### config.mk
export PLATFORM = sky130hd
export DESIGN_NAME = dispatch_queue
export DESIGN_NICKNAME = d
export VERILOG_FILES = /design/src/logic/bgpu_isa_pkg.sv /design/src/logic/bgpu_pipe_pkg.sv /design/src/logic/dispatch_queue.sv
export VERILOG_INCLUDE_DIRS = /design/src /design/src/include
export SDC_FILE = /design/constraint.sdc
export NUM_CORES = 1
export LEC_CHECK = 0
export BUFFER_PORTS_ARGS = -buffer_cell sky130_fd_sc_hd__buf_2
export CORE_MARGIN = 2
export CORE_UTILIZATION = 57
export DETAILED_ROUTE_END_ITERATION = 6
export GPL_TIMING_DRIVEN = 0
export PLACE_DENSITY_LB_ADDON = 0.25
export SLEW_MARGIN = 15
export SYNTH_ARGS = -nofsm -noshare
export SYNTH_HDL_FRONTEND = slang
export SYNTH_SLANG_ARGS = --single-unit
### constraint.sdc
create_clock -name clk_i -period 3.3 [get_ports clk_i]
set_input_delay 0.66 -clock clk_i [delete_from_list [all_inputs] [get_ports clk_i]]
set_output_delay 0.66 -clock clk_i [all_outputs]
set_load 0.02 [all_outputs]
### src/include/bgpu_params.svh
/*
 * Size constants of the GPU front end, shared by the pipeline package and the RTL.
 * Include this file before a module or package that needs one of the sizes.
 */
`ifndef BGPU_PARAMS_SVH
`define BGPU_PARAMS_SVH

// Program counter bits
`define BGPU_PC_WIDTH 16
// Warps per compute unit
`define BGPU_NUM_WARPS 4
// Threads per warp, also the active mask width
`define BGPU_WARP_WIDTH 8
// Program memory words
`define BGPU_IMEM_DEPTH 256
// Entries of the dispatch queue
`define BGPU_QUEUE_DEPTH 4

`endif

### src/logic/bgpu_isa_pkg.sv
/*
 * Instruction set encodings: execution units, subtypes, the opcode byte and
 * the two views of a 32-bit instruction word.
 */
package bgpu_isa_pkg;

    // Execution unit, upper nibble of the opcode
    typedef enum logic [3:0] {
        EU_IU  = 4'd0,
        EU_LSU = 4'd1,
        EU_BRU = 4'd2
    } eu_e;

    // Integer unit operations, register forms first
    typedef enum logic [3:0] {
        IU_ADD  = 4'd0,
        IU_SUB  = 4'd1,
        IU_AND  = 4'd2,
        IU_OR   = 4'd3,
        IU_XOR  = 4'd4,
        IU_SHL  = 4'd5,
        IU_ADDI = 4'd8,
        IU_SUBI = 4'd9,
        IU_SHLI = 4'd10
    } iu_subtype_e;

    typedef enum logic [3:0] {
        BRU_JMP    = 4'd0,
        BRU_SYNC   = 4'd1,
        BRU_BRANCH = 4'd2
    } bru_subtype_e;

    typedef struct packed {
        eu_e        eu;
        logic [3:0] subtype;
    } inst_t;

    // All ones in the opcode byte halts the warp
    localparam logic [7:0] OPCODE_STOP = 8'hFF;

    typedef struct packed {
        inst_t      opcode;
        logic [7:0] dst;
        logic [7:0] op0;
        logic [7:0] op1;
    } reg_form_t;

    // Jump view, the low half is a signed PC offset
    typedef struct packed {
        inst_t              opcode;
        logic [7:0]         dst;
        logic signed [15:0] offset;
    } imm_form_t;

    typedef union packed {
        reg_form_t reg_form;
        imm_form_t imm_form;
    } enc_inst_u;

endpackage

### src/logic/bgpu_pipe_pkg.sv
/*
 * Payload types carried between the front end stages: fetch request,
 * fetch response, decoded instruction and decoder feedback to the fetcher.
 */
`include "bgpu_params.svh"

package bgpu_pipe_pkg;
    import bgpu_isa_pkg::*;

    typedef logic [$clog2(`BGPU_NUM_WARPS)-1:0] wid_t;
    typedef logic [`BGPU_PC_WIDTH-1:0]          pc_t;
    typedef logic [`BGPU_WARP_WIDTH-1:0]        act_mask_t;
    typedef logic [7:0]                         reg_idx_t;

    typedef struct packed {
        pc_t       pc;
        wid_t      warp_id;
        act_mask_t act_mask;
    } fetch_req_t;

    // Request echoed back together with the word read from memory
    typedef struct packed {
        fetch_req_t req;
        enc_inst_u  inst;
    } fetch_rsp_t;

    typedef struct packed {
        pc_t                 pc;
        wid_t                warp_id;
        act_mask_t           act_mask;
        inst_t               inst;
        reg_idx_t            dst;
        reg_idx_t [1:0]      operands;
        logic     [1:0]      operands_required;
    } dec_inst_t;

    // Next PC report, valid while decoded is high
    typedef struct packed {
        logic decoded;
        wid_t warp_id;
        logic stop;
        logic branch;
        pc_t  next_pc;
    } dec_fb_t;

endpackage

### src/logic/dispatch_queue.sv
/*
 * Circular FIFO between decoder and dispatcher. Entries appear at the output
 * one cycle after they are written; ready drops while the queue is full.
 */
`timescale 1ns/1ns
`include "bgpu_params.svh"

module dispatch_queue (
    input  logic                     clk_i,
    input  logic                     rst_n_i,
    input  logic                     in_valid_i,
    output logic                     in_ready_o,
    input  bgpu_pipe_pkg::dec_inst_t in_i,
    output logic                     disp_valid_o,
    input  logic                     disp_ready_i,
    output bgpu_pipe_pkg::dec_inst_t disp_inst_o
);
    import bgpu_pipe_pkg::*;

    localparam int unsigned DEPTH = `BGPU_QUEUE_DEPTH;
    localparam int unsigned PTR_W = (DEPTH > 1) ? $clog2(DEPTH) : 1;

    dec_inst_t        fifo_q [DEPTH];
    logic [PTR_W-1:0] wr_ptr_q;
    logic [PTR_W-1:0] rd_ptr_q;
    logic [PTR_W:0]   count_q;
    logic             push;
    logic             pop;

    assign in_ready_o   = count_q != (PTR_W + 1)'(DEPTH);
    assign disp_valid_o = count_q != '0;
    assign disp_inst_o  = fifo_q[rd_ptr_q];

    assign push = in_valid_i && in_ready_o;
    assign pop  = disp_valid_o && disp_ready_i;

    always_ff @(posedge clk_i or negedge rst_n_i) begin : ptr_regs
        if (!rst_n_i) begin
            wr_ptr_q <= '0;
            rd_ptr_q <= '0;
            count_q  <= '0;
        end else begin
            if (push) begin
                wr_ptr_q <= (wr_ptr_q == PTR_W'(DEPTH - 1)) ? '0 : wr_ptr_q + 1'b1;
            end
            if (pop) begin
                rd_ptr_q <= (rd_ptr_q == PTR_W'(DEPTH - 1)) ? '0 : rd_ptr_q + 1'b1;
            end
            if (push && !pop) begin
                count_q <= count_q + 1'b1;
            end else if (pop && !push) begin
                count_q <= count_q - 1'b1;
            end
        end
    end

    always_ff @(posedge clk_i) begin : storage
        if (push) begin
            fifo_q[wr_ptr_q] <= in_i;
        end
    end

    // Full queue has both pointers on its oldest entry
    full_ptrs_meet: assert property (@(posedge clk_i) disable iff (!rst_n_i)
        count_q == (PTR_W + 1)'(DEPTH) |-> wr_ptr_q == rd_ptr_q);

endmodule

# ---- Word level (Yosys, flattened, before mapping)
# Memories as Yosys holds them, arrays and structs flattened.
# Cells that the tools add are included.
dict set report classes {
  addsub 4
  eq_ne 3
  mux 6
  reduce_logical 8
}
# cell n
set ops {}
lappend ops {{$mux W3} 2}
lappend ops {{$add A2 B1 Y2 const B} 2}
lappend ops {{$eq A2 B2 Y1 const B} 2}
lappend ops {{$logic_and A1 B1 Y1} 4}
lappend ops {{$mux W2} 2}
lappend ops {{$add A3 B1 Y3 const B} 1}
lappend ops {{$ne A3 B3 Y1 const B} 1}
lappend ops {{$reduce_bool A3 Y1} 1}
lappend ops {{$sub A3 B1 Y3 const B} 1}
lappend ops {{$logic_not A1 Y1} 2}
lappend ops {{$mux W1} 2}
lappend ops {{$reduce_bool A2 Y1} 1}
dict set report totals {
  register_bits 7
  mem_bits_rw 240
  in_bits 64
  out_inout_bits 62
  elab_cells 25
  memories 1
}
# name depth width read_ports rd_clocked_by_memory_dff wr line
set mem_list {}
lappend mem_list {fifo_q 4 60 1 0 1 dispatch_queue.sv:23} ;# dec_inst_t fifo_q [DEPTH];

# ---- Logic depth before layout (Yosys ltp)
dict set report depth {
  word_depth 6
  ltp_mapped 8
  depth_no_buf 8
}

# ---- Least setup slack after synthesis
# OpenSTA, ideal clock, no wires.
dict set report synth_timing {
  path_kind {input port to flip-flop}
  from {in in_valid_i}
  to {mem fifo_q[0][0] in the netlist's numbering, enable pin}
  setup_ns 0.424
  arrival_time_ns 2.369
  required_time_ns 2.876
  slack_ns 0.507
  stages 2
  path_buffers 0
  cell_sequence {a21boi_2 and2_1}
}
dict set report synth_via {
  elab_chain_len 3
}
# element line
set synth_lines {}
lappend synth_lines {{from (decl)} dispatch_queue.sv:11} ;# input logic in_valid_i,
lappend synth_lines {{$logic_and A1 B1 Y1} dispatch_queue.sv:34} ;# assign push = in_valid_i && in_ready_o;
lappend synth_lines {{$mux W1} dispatch_queue.sv:58} ;# if (push) begin
lappend synth_lines {{$mux W1 (not written as such)} dispatch_queue.sv:59} ;# fifo_q[wr_ptr_q] <= in_i;
lappend synth_lines {{to (decl)} dispatch_queue.sv:23}
# No other way between the ends.

==> impl_metrics.ini <==
[power]
power.density_nw_per_um2 = 943
leakage_uw = 0.00379
irDropWorstVdd_uv = 608
total_power_uw = 10300

[timing]
rsz0062_at_grt = false
hold_viol = 0
slew_headroom_pct = 65.6
tns_ns = 0
setup_viol = 0
post-route-period-util_pct = 83.4
hold_slack_ns = 0.363
clock_skew_ns = 0.00952
fmax_ghz = 0.364
tightest_slew_ns = 0.516
drv_slew = 0
period_needed_ns = 2.75

[clock_network]
cts_made_buffers = 25
clk_latency_ns = 0.51
cts.path.max_buffers = 3
clock_sinks = 247
path_clk_slew_ns = 0.06
cts_hold_buf = 1
cts.htree.levels = 1
postCtsSetupBuffers = 0
cts_tree = built
cts_resized = 0
cts-root-buf = clkbuf_16

[layout]
syn_to_final_growth_pct = 19.2
post_route_cells_drive_above_1_share_pct = 46.7
fin_util_pct = 69.0
finalNetCount = 579
final_cell_mix = edfxtp_1 (240), buf_2 (131), mux4_2 (58), clkbuf_16 (25), buf_12 (10)
layout_commonest_cell = edfxtp_1
stdcell_area_sq_um = 10900
fill_cells = 1011
n_antenna_cell = 0

[setup_path]
crit_required_ns = 2.64
cpMaxStageDelayCell = buf_2
crit_type = reg2out
cp_num_buf_inv = 3
critPathCaptureType = output pin
cp_max_fo = 10
critPathMaxStageDelay_ns = 0.36
cp_cell_sequence = clkbuf_1 -> buf_2 -> mux4_2 -> buf_2
arrival_ns = 2.09
path_delay_family = buffers and inverters
cp-start-kind = flip-flop
cpMostUsedCell = buf_2

[floorplan]
fp.dieW_um = 131
dieArea_sq_um = 17100
start_util_pct = 57.9
ioPinCount = 126
coreArea_sq_um = 15800
die_y_um = 131
core.rowCount = 46

[placement]
io_buffer_count = 125
gp_congestion = 0.701
placed_cell_area_sq_um = 10200
place_hpwl_um = 9250

[drt]
ant_nets = 0
wl_um = 15200
wire_per_inst_um = 20.6
first_pass_iters = 4
vias_per_cell = 5.56
drt_iter0_drc = 233
drc = 0
vias = 4118

[yosys]
syn_avg_cell_area_sq_um = 26.1
yosys_warnings = 0
synth-seq-cells = 247
syn_nets = 422
synthCells = 351
yosysUniqueCellTypes = 19
synth-seq-area-share_pct = 80.5
synth_area_sq_um = 9170

[worst_hold_path]
min_path_type = in2reg

[job]
maxCapViolations = 0

[global_routing]
grt-ovfl-total = 0
grt_pass1_wl_um = 22900
grt_pass1_vias = 4439
grt_max_degree = 36
grt.total_usage_pct = 18.0
antenna_found_initial = 2

[status]
outcome = completed
final cells by class:
cell class	count	area (sq um)	share of cell area (%)
buffer	14	165	1.51
clock buffer	31	648	5.93
clock inverter	13	114	1.04
inverter	3	11.3	0.103
multi-input combinational	87	1620	14.8
sequential	247	7380	67.6
tap	216	270	2.47
timing repair buffer	130	716	6.55
synth_stat cells (all sizes together):
cell    count  area share, %
xor2        2           0.19
nor2        4           0.16
ha          6           0.82
edfxtp    240             79
fa          1           0.22
inv         3           0.12
clkbuf      1          0.041
a21boi      1           0.12
dfrtp       7            1.9
and2        4           0.27
xnor2       1          0.096
or3         1           0.12
mux2        5           0.61
buf        13            1.8
nand2       2          0.082
mux4       60             15
kinds of logic (layout without fill, tap and decap cells):
family | after synthesis | count (layout) | synth area share [%]
DFF | 247 | 247 | 80.5
adders and majority gates | 7 | 7 | 1.04
AOI/OAI and AO/OA | 1 | 1 | 0.123
xor gates and xnor gates | 3 | 3 | 0.287
buffers and inverters | 17 | 191 | 1.92
muxes | 65 | 65 | 15.4
and+or+nand+nor | 11 | 11 | 0.642
routing by layer:
layer  vias to the layer above  part of all wire (%)  wire length, um  track usage, %
met5                         -                  0.18               27               0
met4                         4                   2.1              318            4.82
met3                        33                   6.5              987            5.05
met2                       124                    53             8020            32.2
met1                      2144                    39             5890            21.6
li1                       1813                     -                -               -
power by group:
group	switching [uW]	leakage (uW)	internal (uW)
Sequential	159	0.00228	4140
Clock	1070	0.000378	1540
Combinational	1910	0.00113	1470
Total	3140	0.00379	7150
path summary, 6_finish.rpt:
kind,start,to,slack (ns),depth (start not counted)
max,rd_ptr_q[1]$_DFFE_PN0P_,disp_inst_o[47],0.55,4
min reg2reg,count_q[2]$_DFFE_PN0P_,count_q[2]$_DFFE_PN0P_,0.55,1
max in group asynchronous,rst_n_i,rd_ptr_q[0]$_DFFE_PN0P_,2.63,2
min,in_i[16],fifo_q[2][16]$_DFFE_PP_,0.36,1
min in group asynchronous,rst_n_i,count_q[2]$_DFFE_PN0P_,0.51,2
max reg2reg,count_q[0]$_DFFE_PN0P_,count_q[2]$_DFFE_PN0P_,1.17,8
state kept, by name, summed over array words and instances (netlist names):
name,flops
fifo_q,240
wr_ptr_q,2
count_q,3
rd_ptr_q,2
through the flow:
stage	instances	setup slack, ns
2_1_floorplan	351	0.507
3_3_place_gp	692	-0.709
3_5_place_dp	696	0.986
4_1_cts	741	0.489
5_1_grt	741	0.443
6_report	741	0.549
worst register-to-register path: stages (launching register included):
cell	delay, ns
dfrtp_1	0.43
or3_4	0.39
nand2_1	0.15
ha_1	0.21
inv_1	0.07
fa_1	0.37
xor2_1	0.17
nor2_1	0.12
xor2_1	0.16
Power figures use the tool's default switching activity.
