===== src/include/bgpu_params.svh =====
/*
 * Size constants of the GPU front end, shared by the pipeline package and the RTL.
 * Include this file before a module or package that needs one of the sizes.
 */
`ifndef BGPU_PARAMS_SVH
`define BGPU_PARAMS_SVH

// Program counter bits
`define BGPU_PC_WIDTH 16
// Warps per compute unit
`define BGPU_NUM_WARPS 4
// Threads per warp, also the active mask width
`define BGPU_WARP_WIDTH 8
// Program memory words
`define BGPU_IMEM_DEPTH 256
// Entries of the dispatch queue
`define BGPU_QUEUE_DEPTH 4

`endif


===== src/logic/bgpu_isa_pkg.sv =====
/*
 * Instruction set encodings: execution units, subtypes, the opcode byte and
 * the two views of a 32-bit instruction word.
 */
package bgpu_isa_pkg;

    // Execution unit, upper nibble of the opcode
    typedef enum logic [3:0] {
        EU_IU  = 4'd0,
        EU_LSU = 4'd1,
        EU_BRU = 4'd2
    } eu_e;

    // Integer unit operations, register forms first
    typedef enum logic [3:0] {
        IU_ADD  = 4'd0,
        IU_SUB  = 4'd1,
        IU_AND  = 4'd2,
        IU_OR   = 4'd3,
        IU_XOR  = 4'd4,
        IU_SHL  = 4'd5,
        IU_ADDI = 4'd8,
        IU_SUBI = 4'd9,
        IU_SHLI = 4'd10
    } iu_subtype_e;

    typedef enum logic [3:0] {
        BRU_JMP    = 4'd0,
        BRU_SYNC   = 4'd1,
        BRU_BRANCH = 4'd2
    } bru_subtype_e;

    typedef struct packed {
        eu_e        eu;
        logic [3:0] subtype;
    } inst_t;

    // All ones in the opcode byte halts the warp
    localparam logic [7:0] OPCODE_STOP = 8'hFF;

    typedef struct packed {
        inst_t      opcode;
        logic [7:0] dst;
        logic [7:0] op0;
        logic [7:0] op1;
    } reg_form_t;

    // Jump view, the low half is a signed PC offset
    typedef struct packed {
        inst_t              opcode;
        logic [7:0]         dst;
        logic signed [15:0] offset;
    } imm_form_t;

    typedef union packed {
        reg_form_t reg_form;
        imm_form_t imm_form;
    } enc_inst_u;

endpackage


===== src/logic/bgpu_pipe_pkg.sv =====
/*
 * Payload types carried between the front end stages: fetch request,
 * fetch response, decoded instruction and decoder feedback to the fetcher.
 */
`include "bgpu_params.svh"

package bgpu_pipe_pkg;
    import bgpu_isa_pkg::*;

    typedef logic [$clog2(`BGPU_NUM_WARPS)-1:0] wid_t;
    typedef logic [`BGPU_PC_WIDTH-1:0]          pc_t;
    typedef logic [`BGPU_WARP_WIDTH-1:0]        act_mask_t;
    typedef logic [7:0]                         reg_idx_t;

    typedef struct packed {
        pc_t       pc;
        wid_t      warp_id;
        act_mask_t act_mask;
    } fetch_req_t;

    // Request echoed back together with the word read from memory
    typedef struct packed {
        fetch_req_t req;
        enc_inst_u  inst;
    } fetch_rsp_t;

    typedef struct packed {
        pc_t                 pc;
        wid_t                warp_id;
        act_mask_t           act_mask;
        inst_t               inst;
        reg_idx_t            dst;
        reg_idx_t [1:0]      operands;
        logic     [1:0]      operands_required;
    } dec_inst_t;

    // Next PC report, valid while decoded is high
    typedef struct packed {
        logic decoded;
        wid_t warp_id;
        logic stop;
        logic branch;
        pc_t  next_pc;
    } dec_fb_t;

endpackage


===== src/logic/decoder.sv =====
/*
 * Combinational instruction decoder between program memory and dispatch queue.
 * Splits the word into fields, works out the next PC for the fetcher and keeps
 * stop, jump and sync out of the dispatch path.
 */
`timescale 1ns/1ns

module decoder (
    input  logic                      clk_i,
    input  logic                      rst_n_i,
    // From program memory
    output logic                      dec_ready_o,
    input  logic                      ic_valid_i,
    input  bgpu_pipe_pkg::fetch_rsp_t ic_rsp_i,
    // To dispatch queue
    input  logic                      disp_ready_i,
    output logic                      dec_valid_o,
    output bgpu_pipe_pkg::dec_inst_t  dec_inst_o,
    // Back to the fetcher
    output bgpu_pipe_pkg::dec_fb_t    dec_fb_o
);
    import bgpu_isa_pkg::*;
    import bgpu_pipe_pkg::*;

    inst_t      opcode;
    logic       is_stop;
    logic       is_control;
    logic       is_branch;
    logic [1:0] op_req;
    pc_t        next_pc;

    assign opcode  = ic_rsp_i.inst.reg_form.opcode;
    assign is_stop = opcode == OPCODE_STOP;

    assign dec_ready_o = disp_ready_i;
    assign dec_valid_o = ic_valid_i && !is_control;

    // Fields go out unchanged, only the flags are decoded
    assign dec_inst_o.pc                = ic_rsp_i.req.pc;
    assign dec_inst_o.warp_id           = ic_rsp_i.req.warp_id;
    assign dec_inst_o.act_mask          = ic_rsp_i.req.act_mask;
    assign dec_inst_o.inst              = opcode;
    assign dec_inst_o.dst               = ic_rsp_i.inst.reg_form.dst;
    assign dec_inst_o.operands[0]       = ic_rsp_i.inst.reg_form.op0;
    assign dec_inst_o.operands[1]       = ic_rsp_i.inst.reg_form.op1;
    assign dec_inst_o.operands_required = op_req;

    // Leaves the decoder when taken as control or accepted by the queue
    assign dec_fb_o.decoded = ((ic_valid_i && is_control) || dec_valid_o) && disp_ready_i;
    assign dec_fb_o.warp_id = ic_rsp_i.req.warp_id;
    assign dec_fb_o.stop    = is_stop;
    assign dec_fb_o.branch  = is_branch;
    assign dec_fb_o.next_pc = next_pc;

    always_comb begin : decode
        next_pc    = ic_rsp_i.req.pc + pc_t'(1);
        is_branch  = 1'b0;
        is_control = is_stop;
        // Bit 1 is operand 1, bit 0 is operand 0
        op_req     = 2'b00;

        if (opcode.eu == EU_IU) begin
            if (opcode.subtype inside {IU_ADD, IU_SUB, IU_AND, IU_OR, IU_XOR, IU_SHL}) begin
                op_req = 2'b11;
            end else if (opcode.subtype inside {IU_ADDI, IU_SUBI, IU_SHLI}) begin
                // Operand 0 carries the immediate
                op_req = 2'b10;
            end
        end else if (opcode.eu == EU_LSU) begin
            // Address and store data both come from registers
            op_req = 2'b11;
        end else if (opcode.eu == EU_BRU) begin
            case (opcode.subtype)
                BRU_JMP: begin
                    next_pc    = ic_rsp_i.req.pc
                               + pc_t'(ic_rsp_i.inst.imm_form.offset) + pc_t'(1);
                    is_control = 1'b1;
                end
                BRU_SYNC: begin
                    // Barrier lives in the back end, here it just advances
                    is_control = 1'b1;
                end
                BRU_BRANCH: begin
                    // Condition register in operand 1, offset immediate in operand 0
                    op_req    = 2'b10;
                    is_branch = 1'b1;
                end
                default: begin
                    op_req = 2'b00;
                end
            endcase
        end
    end

    // Program memory keeps its word while the queue stalls
    rsp_held_on_stall: assert property (@(posedge clk_i) disable iff (!rst_n_i)
        ic_valid_i && !dec_ready_o |=> ic_valid_i && $stable(ic_rsp_i));

endmodule


===== config.mk =====
export PLATFORM = sky130hd
export DESIGN_NAME = decoder
export DESIGN_NICKNAME = d
export VERILOG_FILES = /design/src/logic/bgpu_isa_pkg.sv /design/src/logic/bgpu_pipe_pkg.sv /design/src/logic/decoder.sv
export VERILOG_INCLUDE_DIRS = /design/src /design/src/include
export SDC_FILE = /design/constraint.sdc
export NUM_CORES = 1
export LEC_CHECK = 0
export BUFFER_PORTS_ARGS = -buffer_cell sky130_fd_sc_hd__buf_2
export CAP_MARGIN = 20
export CORE_UTILIZATION = 37
export DETAILED_ROUTE_END_ITERATION = 6
export PLACE_DENSITY = 0.91
export SYNTH_ARGS = -nofsm -noshare
export SYNTH_HDL_FRONTEND = slang
export SYNTH_SLANG_ARGS = --single-unit

===== constraint.sdc =====
create_clock -name vclk -period 2.65
set_clock_uncertainty 0.15 [all_clocks]
set_input_delay 0.265 -clock vclk [all_inputs]
set_output_delay 0.265 -clock vclk [all_outputs]
set_load 0.01 [all_outputs]

# Word level (Yosys, flattened, before mapping)
# Cells that the tools add are included.
[op_classes]
addsub = 3
mul = 0
div = 0
order_cmp = 0
n_eq_ne = 11
shift = 0
n_mux = 18
bitwise = 0
reduce_logical = 10
[op_table]
columns = ["operator", "n"]
rows = [
  ["$mux 16", 4],
  ["$add 16x1->16 const B", 2],
  ["$add 16x16->16", 1],
  ["$eq 4x2->1 const B", 3],
  ["$eq 4x4->1 const B", 3],
  ["$mux 2", 6],
  ["$eq 4x1->1 const B", 2],
  ["$eq 4x3->1 const B", 2],
  ["$eq 8x8->1 const B", 1],
  ["$logic_not 4->1", 2],
  ["$mux 1", 8],
  ["$reduce_bool 6->1", 1],
  ["$logic_and 1x1->1", 3],
  ["$reduce_bool 3->1", 1],
  ["$reduce_or 2->1", 1],
  ["$logic_not 1->1", 1],
  ["$logic_or 1x1->1", 1],
]
[word_totals]
register_bits = 0
latch_bits = 0
ram_bits = 0
romBits = 0
in_bits = 62
out_inout_bits = 83
word_cells = 42
memories = 0

# Logic depth before layout (Yosys ltp)
# Gate-level depths: netlist of the first run.
[logic_depth]
ltp_word = 10
mapped_depth = 10
depth_no_buf = 10

# Worst setup path before layout of the first run
# Ideal clock, no wire load.
[synth_timing]
path_type = "input-to-output"
from = "input ic_rsp_i[42] (netlist name)"
to = "output dec_fb_o[12] (netlist name)"
arrival_ns = 2.201
required_time_ns = 2.235
slack_ns = 0.034
cell_stages = 10
n_path_buf = 0
path_cell_list = "inv_1 > ha_1 > inv_1 > fa_1 > a211oi_1 > o21ai_1 > a41oi_1 > o211ai_1 > and3b_1 > o31a_1"
[synth_rtl]
columns = ["item", "line", "text"]
rows = [
  ["from (decl)", "decoder.sv:14", "input bgpu_pipe_pkg::fetch_rsp_t ic_rsp_i,"],
  ["to (decl)", "decoder.sv:20", "output bgpu_pipe_pkg::dec_fb_t dec_fb_o"],
]

==> impl_metrics.toml, run 1 <==
[global_routing]
grt_overflow = 0
antenna_found_initial = 0
track_usage = 0.179
grt_pass1_wl_um = 7870
grt_max_degree = 20
first_global_vias = 1865

[floorplanning]
dieWidth_um = 71.9
core-area_um2 = 4720
io-pin-count = 145
fp.dieH_um = 71.9
start_util = 0.382
die_area_um2 = 5160
row_count = 25

[finish]
multiInputGateArea_um2 = 1350
area_delta_synth_final_pct = 21.9
seqCellArea_um2 = 0
final_cell_area_um2 = 2200
nFlopsAndLatches = 0
fin_nets = 415
clock_buffers = 0
diodes = 0
fillers = 449
layout.cells.non_filler = 401
drive_above_1_share = 0.446

[yosys]
yosysTopAreaCellShare = 0.262
synth.distinct_cells = 42
synth_fp_nets = 349
synthTopCellsByArea = "buf_4 (26%), ha_1 (11%), nand2_1 (7.7%), o21ai_0 (5.8%), xnor2_1 (4.9%)"
yosys-top-cells-count = "buf_4 (63), nand2_1 (37), o21ai_0 (21), nor2_1 (19), ha_1 (16)"
syn_area_um2 = 1810
synth_top_area_cell = "buf_4"
synthCells = 270
yosysMostFrequentCell = "buf_4"
avgSynthCellArea_um2 = 6.69
synth-warning-count = 0
seq_area_frac_synth = 0

[timing]
worst_slew_pin_slew_ns = 0.502
finalCriticalPeriod_ns = 2.63
fin_crit_sh = 0.993
fmax_ghz = 0.380
slew_headroom = 0.663
hold_viol_final = 0
maxSlewViolCount = 0
hold_slack_ns = 0.380
setup_ws_ns = 0.0189
setup_viol = 0
rsz0062_at_grt = "yes"

[placement]
place_congestion = 0.860
place_area_um2 = 2100
port_buffers = 105
numPlacedInstances = 399
dp_slack_ns = -0.369
dpl.hpwl_um = 4100

[outcome]
outcome = "finished clean"

[critical_path]
cp-start-kind = "primary input"
crit_path_max_fanout = 3
cp.required_ns = 2.24
worstPathArrival_ns = 2.22
path_class = "in -> out"
crit_path_end_kind = "primary output"

[detailed_routing]
routed_wl_um = 4950
vias = 2079
wire_per_inst_um = 12.3
ant_nets = 0
first_iter_violations = 167
first_pass_iters = 4
post_drt_via_cell_ratio = 5.18
drc = 0

[power_and_ir_drop]
p_leak_nw = 1.13
peakVddDrop_uv = 51.9
p_per_area_nw_per_um2 = 188

[job]
drv_cap = 0

[min_path]
hold_path_class = "in -> out"
## routing by layer
metal,share of wire,track usage,up-vias
met1,0.41,0.223,940
met5,0,0,-
met2,0.51,0.334,114
met4,0.0089,0.0305,0
li1,-,-,1019
met3,0.070,0.0197,6
## final cells by class
type / instances / share of cell area
multi-input cells: 196 / 0.614
repair buffers: 132 / 0.337
well taps: 67 / 0.0381
inverters: 6 / 0.0114
## what timing repair did
item	CTS	global route
hold buffers	0	0
buffers inserted	2	0
setup endpoints to repair	5	6
cloned	0	0
hold endpoints to repair	0	0
gates resized for setup	9	12
pin swaps	7	4
## critical path: stages
cell and delay (ns):
buf_6 0.10, inv_4 0.05, ha_4 0.13, inv_2 0.03, fa_2 0.38, a211oi_4 0.25, o21ai_2 0.10, a41oi_2 0.24
o211ai_1 0.14, and3b_1 0.17, o31a_1 0.23, buf_2 0.14
## cell usage in the layout (no fill, tap or decap), types with 3 or more instances in the layout
master,n
nand4_1,6
nand2b_1,4
xnor2_1,10
a21oi_2,3
buf_2,103
a21o_1,6
ha_1,15
and3_1,3
nand2_1,37
o21ai_0,19
nor2_1,19
xor2_1,10
a21oi_1,12
nor3_1,4
inv_1,3
buf_4,27
nand3_1,7
## metrics by stage
| step | setup TNS, ns | power [W] | utilization |
|---|---|---|---|
| CTS | 0 | 0.000397 | 0.455 |
| global placement | -1.11 | 0.000375 | 0.445 |
| floorplan | 0 | 0.000278 | - |
| global route | -0.217 | 0.000456 | 0.466 |
| finish | 0 | 0.000415 | 0.466 |
| detailed placement | -1.12 | 0.000384 | 0.445 |
## logic make-up after synthesis
group	count (synthesis)	share of synthesized area
adders and majority gates	17	0.122
muxes	2	0.0111
xor gates and xnor gates	20	0.0970
buffers and inverters	74	0.289
AOI/OAI and AO/OA	63	0.216
and+or+nand+nor	94	0.265
## power by group
group / total [W] / switching, W / internal (W)
registers: 0 / 0 / 0
logic: 0.000415 / 0.000223 / 0.000192
clock network: 0 / 0 / 0
## worst paths after layout
path	from	end	cells after the start
worst max-delay path	ic_rsp_i[42]	dec_fb_o[12]	12
worst min-delay path	ic_rsp_i[20]	dec_inst_o[22]	0
Note: power is estimated with default switching activity, not from simulation.
==> inputs of run 2 (changes only) <==
==> constraint.sdc (replaced) <==
create_clock -name vclk -period 2.65
set_clock_uncertainty 0.15 [all_clocks]
set_input_delay 0.53 -clock vclk [all_inputs]
set_output_delay 0.53 -clock vclk [all_outputs]
set_load 0.01 [all_outputs]
==> run 2 against run 1 <==
The flow now finishes with violations (negative setup slack). Power is 45% higher. Flip-flop and latch count stayed put. First-iteration DRC count is 81% higher. Critical path depth stayed put. Highest routed layer unchanged.
==> impl_metrics.toml, run 2 (same netlist as run 1, synthesis figures left out) <==
[outcome]
outcome = "complete, but fails checks"
violations = "negative setup slack"

[floorplanning]
core-area_um2 = 4720
fp.dieH_um = 71.9
start_util = 0.382
dieWidth_um = 71.9
die_area_um2 = 5160
row_count = 25
io-pin-count = 145

[timing]
slew_headroom = 0.733
hold_viol_final = 0
hold_slack_ns = 0.910
finalCriticalPeriod_ns = 3.18
maxSlewViolCount = 0
setup_viol = 12
worst_slew_pin_slew_ns = 0.399
rsz0062_at_grt = "yes"
fmax_ghz = 0.314
fin_tns_setup_ns = -3.45
fin_crit_sh = 1.20
setup_ws_ns = -0.534

[detailed_routing]
first_pass_iters = 5
first_iter_violations = 302
drc = 0
ant_nets = 0
post_drt_via_cell_ratio = 5.63
routed_wl_um = 7210
vias = 2537
wire_per_inst_um = 16.0

[clock_network]
postCtsHoldBufs = 0

[finish]
drive_above_1_share = 0.641
area_delta_synth_final_pct = 67.8
clock_buffers = 0
final_common_cell = "buf_2"
layout_common_cells = "buf_2 (93), buf_4 (68), nand2_1 (31)"
seqCellArea_um2 = 0
diodes = 0
fin_nets = 465
fin_util = 0.641
final_cell_area_um2 = 3030
nFlopsAndLatches = 0
multiInputGateArea_um2 = 1670
fillers = 348

[global_routing]
antenna_found_initial = 0
first_global_vias = 2308
grt_pass1_wl_um = 10500
grt_max_degree = 17
track_usage = 0.246
grt_overflow = 0

[critical_path]
crit_path_end_kind = "primary output"
path_class = "in -> out"
crit_path_max_fanout = 3
worstPathArrival_ns = 2.50
cp.required_ns = 1.97
cp-start-kind = "primary input"

[power_and_ir_drop]
p_leak_nw = 1.46
pwr-share-seq = 0
power_frac_clock = 0
p_int_w = 0.000295
power.share.switching = 0.509
p_per_area_nw_per_um2 = 198
p_switching_w = 0.000306
peakVddDrop_uv = 83.0
p_comb_frac = 1.000

[placement]
place_congestion = 0.922
port_buffers = 105
dpl.hpwl_um = 4810
dp_slack_ns = -0.650
place_area_um2 = 2470

[min_path]
hold-path-cell-count = 0
hold_path_class = "in -> out"

[job]
drv_cap = 0
==> run 2: cell count changes in the layout (fill, tap and decap cells not counted), moves of 6 or more <==
cell	change
a21oi_1	-6
buf_2	-10
buf_4	+41
buf_6	+16
ha_1	-11
ha_4	+10
nand2_1	-6
nand2_2	+6
o21ai_0	-11
o21ai_2	+6
==> run 2: repair_timing <==
item | 4_1_cts | 5_1_grt
gates resized for setup | 62 | 33
setup endpoints to repair | 14 | 17
pin swaps | 38 | 22
setup buffers | 10 | 9
cloned | 0 | 0
==> run 2: worst paths after layout <==
| check | from | to | slack [ns] |
|---|---|---|---|
| worst min-delay path | ic_rsp_i[19] | dec_inst_o[21] | 0.91 |
| worst max-delay path | ic_rsp_i[0] | dec_fb_o[12] | -0.53 |
==> run 2: cell type report <==
type | instances | share of cell area
inverter | 6 | 0.0140
timing repair buffer | 182 | 0.407
multi-input combinational | 196 | 0.551
tap | 67 | 0.0277
==> run 2: critical path, cell delays in order <==
cell	delay [ns]
buf_12	0.11
inv_12	0.04
ha_4	0.12
inv_2	0.03
fa_2	0.39
a211oi_4	0.24
o21ai_2	0.10
a41oi_2	0.23
o211ai_1	0.15
and3b_1	0.19
o31a_1	0.23
buf_2	0.14
==> run 2: power groups by stage <==
stage / Combinational [W] / Clock [W] / Sequential, W
6_report: 0.000601 / 0 / 0
2_1_floorplan: 0.000301 / 0 / 0
3_5_place_dp: 0.000452 / 0 / 0
3_3_place_gp: 0.000435 / 0 / 0
4_1_cts: 0.000521 / 0 / 0
5_1_grt: 0.000640 / 0 / 0
==> run 2: metrics by stage <==
step	total power (W)	instances
finish	0.000601	451
global route	0.000640	451
CTS	0.000521	443
detailed placement	0.000452	433
global placement	0.000435	433
floorplan	0.000301	270
==> run 2: routing by layer <==
metal,share of wire,global-route usage
met1,0.38,0.285
met2,0.51,0.472
met3,0.069,0.0127
met4,0.050,0.0893
met5,0,0
