[src/include/bgpu_params.svh]
/*
 * Size constants of the GPU front end, shared by the pipeline package and the RTL.
 * Include this file before a module or package that needs one of the sizes.
 */
`ifndef BGPU_PARAMS_SVH
`define BGPU_PARAMS_SVH

// Program counter bits
`define BGPU_PC_WIDTH 16
// Warps per compute unit
`define BGPU_NUM_WARPS 4
// Threads per warp, also the active mask width
`define BGPU_WARP_WIDTH 8
// Program memory words
`define BGPU_IMEM_DEPTH 256
// Entries of the dispatch queue
`define BGPU_QUEUE_DEPTH 4

`endif

[src/logic/bgpu_isa_pkg.sv]
/*
 * Instruction set encodings: execution units, subtypes, the opcode byte and
 * the two views of a 32-bit instruction word.
 */
package bgpu_isa_pkg;

    // Execution unit, upper nibble of the opcode
    typedef enum logic [3:0] {
        EU_IU  = 4'd0,
        EU_LSU = 4'd1,
        EU_BRU = 4'd2
    } eu_e;

    // Integer unit operations, register forms first
    typedef enum logic [3:0] {
        IU_ADD  = 4'd0,
        IU_SUB  = 4'd1,
        IU_AND  = 4'd2,
        IU_OR   = 4'd3,
        IU_XOR  = 4'd4,
        IU_SHL  = 4'd5,
        IU_ADDI = 4'd8,
        IU_SUBI = 4'd9,
        IU_SHLI = 4'd10
    } iu_subtype_e;

    typedef enum logic [3:0] {
        BRU_JMP    = 4'd0,
        BRU_SYNC   = 4'd1,
        BRU_BRANCH = 4'd2
    } bru_subtype_e;

    typedef struct packed {
        eu_e        eu;
        logic [3:0] subtype;
    } inst_t;

    // All ones in the opcode byte halts the warp
    localparam logic [7:0] OPCODE_STOP = 8'hFF;

    typedef struct packed {
        inst_t      opcode;
        logic [7:0] dst;
        logic [7:0] op0;
        logic [7:0] op1;
    } reg_form_t;

    // Jump view, the low half is a signed PC offset
    typedef struct packed {
        inst_t              opcode;
        logic [7:0]         dst;
        logic signed [15:0] offset;
    } imm_form_t;

    typedef union packed {
        reg_form_t reg_form;
        imm_form_t imm_form;
    } enc_inst_u;

endpackage

[src/logic/bgpu_pipe_pkg.sv]
/*
 * Payload types carried between the front end stages: fetch request,
 * fetch response, decoded instruction and decoder feedback to the fetcher.
 */
`include "bgpu_params.svh"

package bgpu_pipe_pkg;
    import bgpu_isa_pkg::*;

    typedef logic [$clog2(`BGPU_NUM_WARPS)-1:0] wid_t;
    typedef logic [`BGPU_PC_WIDTH-1:0]          pc_t;
    typedef logic [`BGPU_WARP_WIDTH-1:0]        act_mask_t;
    typedef logic [7:0]                         reg_idx_t;

    typedef struct packed {
        pc_t       pc;
        wid_t      warp_id;
        act_mask_t act_mask;
    } fetch_req_t;

    // Request echoed back together with the word read from memory
    typedef struct packed {
        fetch_req_t req;
        enc_inst_u  inst;
    } fetch_rsp_t;

    typedef struct packed {
        pc_t                 pc;
        wid_t                warp_id;
        act_mask_t           act_mask;
        inst_t               inst;
        reg_idx_t            dst;
        reg_idx_t [1:0]      operands;
        logic     [1:0]      operands_required;
    } dec_inst_t;

    // Next PC report, valid while decoded is high
    typedef struct packed {
        logic decoded;
        wid_t warp_id;
        logic stop;
        logic branch;
        pc_t  next_pc;
    } dec_fb_t;

endpackage

[src/logic/warp_fetcher.sv]
/*
 * Warp table and fetch issue. Holds PC, mask and state per warp and sends one
 * fetch request per cycle for a runnable warp chosen round-robin.
 */
`timescale 1ns/1ns
`include "bgpu_params.svh"

module warp_fetcher (
    input  logic                             clk_i,
    input  logic                             rst_n_i,
    input  logic                             launch_i,
    input  bgpu_pipe_pkg::wid_t              launch_warp_id_i,
    input  bgpu_pipe_pkg::pc_t               launch_pc_i,
    input  bgpu_pipe_pkg::act_mask_t         launch_act_mask_i,
    input  bgpu_pipe_pkg::dec_fb_t           fb_i,
    output logic                             req_valid_o,
    input  logic                             req_ready_i,
    output bgpu_pipe_pkg::fetch_req_t        req_o,
    output logic [`BGPU_NUM_WARPS-1:0]       warps_idle_o
);
    import bgpu_pipe_pkg::*;

    localparam int unsigned NUM_WARPS = `BGPU_NUM_WARPS;

    pc_t                  pc_q       [NUM_WARPS];
    act_mask_t            act_mask_q [NUM_WARPS];
    logic [NUM_WARPS-1:0] running_q;
    logic [NUM_WARPS-1:0] inflight_q;
    wid_t                 rr_q;
    logic                 req_valid_q;
    fetch_req_t           req_q;
    logic                 slot_free;
    logic                 sel_found;
    wid_t                 sel_wid;
    logic                 issue;

    // Output register is free once its request has been taken
    assign slot_free = !req_valid_q || req_ready_i;
    assign issue     = slot_free && sel_found;

    always_comb begin : pick_warp
        wid_t cand;
        sel_found = 1'b0;
        sel_wid   = rr_q;
        cand      = rr_q;
        for (int unsigned i = 0; i < NUM_WARPS; i++) begin
            cand = wid_t'((rr_q + i) % NUM_WARPS);
            if (!sel_found && running_q[cand] && !inflight_q[cand]) begin
                sel_found = 1'b1;
                sel_wid   = cand;
            end
        end
    end

    always_ff @(posedge clk_i or negedge rst_n_i) begin : ctrl_regs
        if (!rst_n_i) begin
            running_q   <= '0;
            inflight_q  <= '0;
            rr_q        <= '0;
            req_valid_q <= 1'b0;
        end else begin
            if (slot_free) begin
                req_valid_q <= sel_found;
            end
            if (issue) begin
                inflight_q[sel_wid] <= 1'b1;
                rr_q                <= wid_t'((sel_wid + 1) % NUM_WARPS);
            end
            // Selected warp is never the one reporting back
            if (fb_i.decoded) begin
                inflight_q[fb_i.warp_id] <= 1'b0;
                if (fb_i.stop) begin
                    running_q[fb_i.warp_id] <= 1'b0;
                end
            end
            if (launch_i) begin
                running_q[launch_warp_id_i] <= 1'b1;
            end
        end
    end

    always_ff @(posedge clk_i) begin : data_regs
        if (issue) begin
            req_q.pc       <= pc_q[sel_wid];
            req_q.warp_id  <= sel_wid;
            req_q.act_mask <= act_mask_q[sel_wid];
        end
        if (fb_i.decoded) begin
            pc_q[fb_i.warp_id] <= fb_i.next_pc;
        end
        if (launch_i) begin
            pc_q[launch_warp_id_i]       <= launch_pc_i;
            act_mask_q[launch_warp_id_i] <= launch_act_mask_i;
        end
    end

    assign req_valid_o  = req_valid_q;
    assign req_o        = req_q;
    assign warps_idle_o = ~running_q;

    fb_only_inflight: assert property (@(posedge clk_i) disable iff (!rst_n_i)
        fb_i.decoded |-> inflight_q[fb_i.warp_id]);

    launch_only_stopped: assert property (@(posedge clk_i) disable iff (!rst_n_i)
        launch_i |-> !running_q[launch_warp_id_i]);

    // Branches are resolved later, so fetch falls through
    branch_falls_through: assert property (@(posedge clk_i) disable iff (!rst_n_i)
        fb_i.decoded && fb_i.branch |-> fb_i.next_pc == pc_q[fb_i.warp_id] + pc_t'(1));

endmodule

[config.mk]
export PLATFORM = sky130hd
export DESIGN_NAME = warp_fetcher
export DESIGN_NICKNAME = d
export VERILOG_FILES = /design/src/logic/bgpu_isa_pkg.sv /design/src/logic/bgpu_pipe_pkg.sv /design/src/logic/warp_fetcher.sv
export VERILOG_INCLUDE_DIRS = /design/src /design/src/include
export SDC_FILE = /design/constraint.sdc
export NUM_CORES = 1
export LEC_CHECK = 0
export BUFFER_PORTS_ARGS = -buffer_cell sky130_fd_sc_hd__buf_2
export CAP_MARGIN = 25
export CORE_MARGIN = 3
export CORE_UTILIZATION = 55
export DETAILED_ROUTE_END_ITERATION = 7
export HOLD_SLACK_MARGIN = 0.08
export PLACE_DENSITY_LB_ADDON = 0.12
export SYNTH_ARGS = -nofsm -noshare
export SYNTH_HDL_FRONTEND = slang
export SYNTH_SLANG_ARGS = --single-unit
[constraint.sdc]
create_clock -name clk_i -period 2.21 [get_ports clk_i]
set_clock_uncertainty 0.1 [all_clocks]
set_input_delay 0.3315 -clock clk_i [delete_from_list [all_inputs] [get_ports clk_i]]
set_output_delay 0.3315 -clock clk_i [all_outputs]
set_load 0.05 [all_outputs]
After elaboration in Yosys (flattened, before gate mapping) --
Memories as Yosys holds them, arrays and structs flattened. A register that Yosys moved wholly into a read port is not among the register bits. Cells that the tools add are included.
Cells by class: divide/modulo/power cells 0, add/sub/neg operators 4, reduce and logical (&&, ||, !) cells 20, equality and inequality tests 0, bitwise operators 6, shift operators 0, mux-type cells 38, $mul 0, magnitude comparators 10
Operators with widths (number):
- < comparator 2 x 3 -> 1 bit (second input constant) | 7
- two-way mux 4 bit | 5
- two-way mux 1 bit | 19
- binary-select mux 1 bit (select 2 bit) | 8
- logical AND 1 bit | 11
- bitwise AND 4 bit | 2
- zero test 1 bit | 8
- NOT 4 bit | 2
- OR 4 bit | 2
- demux 1 bit (select 2 bit) | 3
- greater-or-equal comparator 2 x 1 -> 1 bit (second input constant) | 3
- two-way mux 2 bit | 3
- adder 2 x 1 -> 2 bit (second input constant) | 2
- adder 2 bit (second input constant) | 2
- logical OR 1 bit | 1
Word-level totals: memory bits (writable) 96, output and inout port bits 31, logic and storage cells 85, ROM bits 0, latch bits 0, register bits 13, input bits 51, memories kept 2
Memories:
- pc_q | depth 4, width 16, read ports 1, clocked after Yosys merged registers in 1, write ports 2, RTL line warp_fetcher.sv:25 | pc_t pc_q [NUM_WARPS];
- act_mask_q | depth 4, width 8, read ports 1, clocked after Yosys merged registers in 1, write ports 1, RTL line warp_fetcher.sv:26 | act_mask_t act_mask_q [NUM_WARPS];

Longest topological paths before layout --
depth after elaboration 25, depth in mapped cells 8, depth with buffers taken out 5

Least setup slack after synthesis --
No wires, ideal clock.
path kind reg2reg, start point register running_q[0], end point register inflight_q[1], path slack 0.400 ns, period minus slack after synthesis 1.810 ns, arrival 1.582 ns, stages on the path, launching flop included 6, setup time 0.127 ns, cells stage by stage dfrtp_1 -> and2b_4 -> o41ai_4 -> inv_2 -> nand3_1 -> o21ai_0
On the way: longest elaborated chain between the ends 24, elaborated cells on any way between the ends 35
Ends and longest elaborated chain:
- start: declaration | RTL line warp_fetcher.sv:27 | logic [NUM_WARPS-1:0] running_q;
- start signal: assignment | RTL line warp_fetcher.sv:57 | running_q <= '0;
- start signal: indexed assignment | RTL line warp_fetcher.sv:73 | running_q[fb_i.warp_id] <= 1'b0;
- start signal: indexed assignment | RTL line warp_fetcher.sv:77 | running_q[launch_warp_id_i] <= 1'b1;
- binary-select mux 1 bit (select 2 bit) | RTL line warp_fetcher.sv:48 | if (!sel_found && running_q[cand] && !inflight_q[cand]) begin
- two-way mux 1 bit (not written as such) | RTL line warp_fetcher.sv:48
- logical AND 1 bit | RTL line warp_fetcher.sv:48
- two-way mux 1 bit | RTL line warp_fetcher.sv:48
- zero test 1 bit | RTL line warp_fetcher.sv:48
- logical AND 1 bit (2 in series) | RTL line warp_fetcher.sv:48
- two-way mux 1 bit | RTL line warp_fetcher.sv:48
- zero test 1 bit | RTL line warp_fetcher.sv:48
- [7 not listed]
- < comparator 2 x 3 -> 1 bit (not written as such) / greater-or-equal comparator 2 x 1 -> 1 bit (equally long branches) | RTL line warp_fetcher.sv:66 | inflight_q[sel_wid] <= 1'b1;
- logical AND 1 bit (not written as such) | RTL line warp_fetcher.sv:66
- two-way mux 1 bit (not written as such) | RTL line warp_fetcher.sv:66
- demux 1 bit (select 2 bit) | RTL line warp_fetcher.sv:66
- OR 4 bit (no line)
- two-way mux 4 bit * | RTL line warp_fetcher.sv:65 | if (issue) begin
- bitwise AND 4 bit (no line)
- two-way mux 4 bit * | RTL line warp_fetcher.sv:70 | if (fb_i.decoded) begin
- end signal: assignment | RTL line warp_fetcher.sv:58 | inflight_q <= '0;
- end signal: indexed assignment | RTL line warp_fetcher.sv:66
- end signal: indexed assignment | RTL line warp_fetcher.sv:71 | inflight_q[fb_i.warp_id] <= 1'b0;
- end: declaration | RTL line warp_fetcher.sv:28 | logic [NUM_WARPS-1:0] inflight_q;
Every way passes the cells marked *; elsewhere a longest branch is shown, timed or not. The select of a mux whose other input is x is not followed. A chain may end at the register's enable or synchronous reset.

Worst setup path in the final report --
start point register inflight_q[1], end point register req_o[5] (netlist name)
On the way: longest elaborated chain between the ends 18, elaborated cells on any way between the ends 30
Ends and longest elaborated chain:
- binary-select mux 1 bit (select 2 bit) | RTL line warp_fetcher.sv:48
- two-way mux 1 bit (not written as such) | RTL line warp_fetcher.sv:48
- zero test 1 bit | RTL line warp_fetcher.sv:48
- logical AND 1 bit | RTL line warp_fetcher.sv:48
- two-way mux 1 bit | RTL line warp_fetcher.sv:48
- zero test 1 bit | RTL line warp_fetcher.sv:48
- logical AND 1 bit (2 in series) | RTL line warp_fetcher.sv:48
- two-way mux 1 bit | RTL line warp_fetcher.sv:48
- zero test 1 bit | RTL line warp_fetcher.sv:48
- logical AND 1 bit (2 in series) | RTL line warp_fetcher.sv:48
- two-way mux 1 bit | RTL line warp_fetcher.sv:48
- zero test 1 bit | RTL line warp_fetcher.sv:48
- logical AND 1 bit (2 in series) | RTL line warp_fetcher.sv:48
- two-way mux 1 bit | RTL line warp_fetcher.sv:48
- logical AND 1 bit | RTL line warp_fetcher.sv:39 | assign issue = slot_free && sel_found;
Parallel ways exist; a longest one is shown, timed or not. The select of a mux whose other input is x is not followed.

==> flow_summary_export.csv <==
group,metric,value,unit
status,status,"completed",
die,coreArea,10510,um2
cts,cts.htree.levels,4,
global_routing,grt_pass1_vias,4075,
worst_setup_path,cp.buffers_inverters,1,
route,drtIter0Drc,216,
yosys,synth_edf_count,122,
sta,fin_tns_setup,0,ps
route,dr.pass1.iters,5,
cts,clockBufferDepth,2,
yosys,syn_inst,422,
worst_setup_path,cp.required,2460,ps
die,fp.dieW,110.7,um
worst_setup_path,path_cells,"and2b_1 -> o22ai_2 -> a22oi_4 -> and2_4 -> buf_4 -> mux2i_1",
cts,clkLatencyLatePin,500,ps
placed_design,dp_hpwl,7.986,mm
finish,fin_util,74.35,%
worst_setup_path,worstSetupPathType,"reg2reg",
finish,drive_gt1_share,29.83,%
power,power_density,1320,nW/um2
cts,cts-root-buf,"clkbuf_8",
sta,tightest_slew,397.7,ps
global_routing,grt_pass1_wl,21.20,mm
route,viasPerCell,5.344,
yosys,synthesis.area,6031,um2
yosys,synth_top_flop_cell,"edfxtp_1",
route,wl_per_cell,17.91,um
die,start_util,57.39,%
cts,path_clk_slew,60,ps
finish,area_growth_syn_to_layout,29.56,%
yosys,syn_nets,473,
yosys,async_reset_ff_share,8.271,%
yosys,synth.area.top_cells,"edfxtp_1 (61%), mux2i_1 (12%), nand2_1 (6.5%)",
sta,rsz0062_at_grt,"false",
yosys,synth.ff_latch_count,133,
power,ir_drop,0.001290,V
yosys,synth_most_common_cell,"edfxtp_1",
sta,setup_violations,0,
route,drcViolationCount,0,
global_routing,antenna_found_initial,0,
sta,min_period,2060,ps
cts,cts_setup_buffers,0,
sta,slew_viol_final,0,
yosys,synth_largest_area_cell,"edfxtp_1",
die,die-area,12260,um2
sta,finalCritPeriodShare,93.22,%
yosys,avgSynthCellArea,14.29,um2
sta,max_freq,0.4854,GHz
worst_setup_path,cp_max_fo,9,
finish,diodes,0,
cts,numCtsBuffers,17,
yosys,synth_top_area_share,60.75,%
yosys,synth_common_cells,"edfxtp_1 (122), nand2_1 (105), mux2i_1 (72)",
yosys,synthDistinctLibCells,42,
worst_setup_path,crit_path_end_kind,"register",
worst_setup_path,critPathMaxStageDelay,390,ps
global_routing,gr-total-overflow,0,
worst_hold_path,hold_path.class,"in2async",
yosys,yosysSeqAreaShare,65.31,%
global_routing,grt_max_degree,32,
run,maxCapViolations,0,
global_routing,grt_usage,22.44,%
cts,cts_tree,"built",
sta,hold_viol,0,
cts,hold_buffers,59,
route,via_count,3933,
die,rows,37,
route,routed_wl,13.18,mm
die,io_pins,82,
worst_setup_path,critical_path.top_delay_family,"simple AND/OR/NAND/NOR gates",
worst_setup_path,cp.arrival,2310,ps
finish,layout.nets,638,
cts,clock-sinks,133,
die,die_h,110.7,um
power,leakage,3.300,nW
cts,ctsResizeCount,0,
sta,holdWs,140.0,ps
placed_design,place.gp.congestion,0.7637,
route,ant_nets,0,
yosys,yosys_warnings,0,
worst_setup_path,crit_path_start_kind,"register",
sta,slew_headroom,73.49,%
placed_design,portBuffers,80,
worst_setup_path,cpMaxStageDelayCell,"dfrtp_1",
[path summary, 6_finish.rpt]
path                       slack [ps]  depth (start not counted)                      end               startpoint
setup / recovery                  150                          6       req_o[5]$_DFFE_PN_  inflight_q[1]$_DFF_PN0_
hold / removal                    140                          2   running_q[0]$_DFF_PN0_                  rst_n_i
setup reg to reg                  150                          6       req_o[5]$_DFFE_PN_  inflight_q[1]$_DFF_PN0_
hold reg to reg                   420                          2  inflight_q[1]$_DFF_PN0_  inflight_q[1]$_DFF_PN0_
max in group asynchronous        1660                          2   running_q[1]$_DFF_PN0_                  rst_n_i
min in group clk_i                160                          3  inflight_q[2]$_DFF_PN0_                 fb_i[20]
[final cells by class]
cell class / instances / area [um2]
timing repair buffer: 163 / 1246
fill: 686 / 2695
tap: 136 / 170.2
inverter: 11 / 41.29
clock inverter: 12 / 88.84
sequential: 133 / 3939
multi-input combinational: 261 / 1903
clock buffer: 20 / 425.4
[state kept, by name, summed over array words and instances, names as in the netlist]
signal	count
pc_q	64
act_mask_q	32
req_o	26
inflight_q	4
running_q	4
rr_q	2
req_valid_o	1
[layout by cell type (no fill, tap or decap), types with 7 or more instances in the layout]
| master | instances |
|---|---|
| dlygate4sd3_1 | 59 |
| clkbuf_16 | 16 |
| buf_2 | 80 |
| nand2_1 | 105 |
| mux2i_1 | 72 |
| inv_1 | 8 |
| mux2_2 | 32 |
| dfrtp_1 | 11 |
| clkinv_2 | 7 |
| edfxtp_1 | 122 |
| buf_4 | 18 |
[routing by layer]
layer  routed length, um  GRT usage, %
met2                6931         39.00
met4                 149         7.307
met3                 723         5.731
met5                   0             0
met1                5377         27.45
[cell families (layout without fill, tap and decap cells)]
| family | count (synthesis) | after routing | share of synthesized area [%] |
|---|---|---|---|
| buffers and inverters | 28 | 206 | 3.403 |
| AO/OA/AOI/OAI | 21 | 21 | 3.299 |
| AND/OR/NAND/NOR | 136 | 136 | 10.06 |
| flip-flops | 133 | 133 | 65.31 |
| multiplexers | 104 | 104 | 17.93 |
[where the power goes]
group | internal, W | total, W | switching [W]
logic | 0.00164 | 0.00424 | 0.00260
registers | 0.00343 | 0.00362 | 0.000190
clock network | 0.00147 | 0.00245 | 0.000988
total | 0.00654 | 0.0103 | 0.00378
[through the flow]
stage / area (um2) / worst slack [ps] / total power, W / std cells
floorplan: 6031 / 400.3 / 0.007072 / 422
global placement: 6709 / 181.0 / 0.007727 / 645
detailed placement: 6709 / 150.5 / 0.007816 / 645
CTS: 7814 / 141.4 / 0.01037 / 736
global route: 7814 / 31.53 / 0.01077 / 736
finish: 7814 / 149.8 / 0.01031 / 736
No activity file was read; power rests on OpenSTA's default activity.
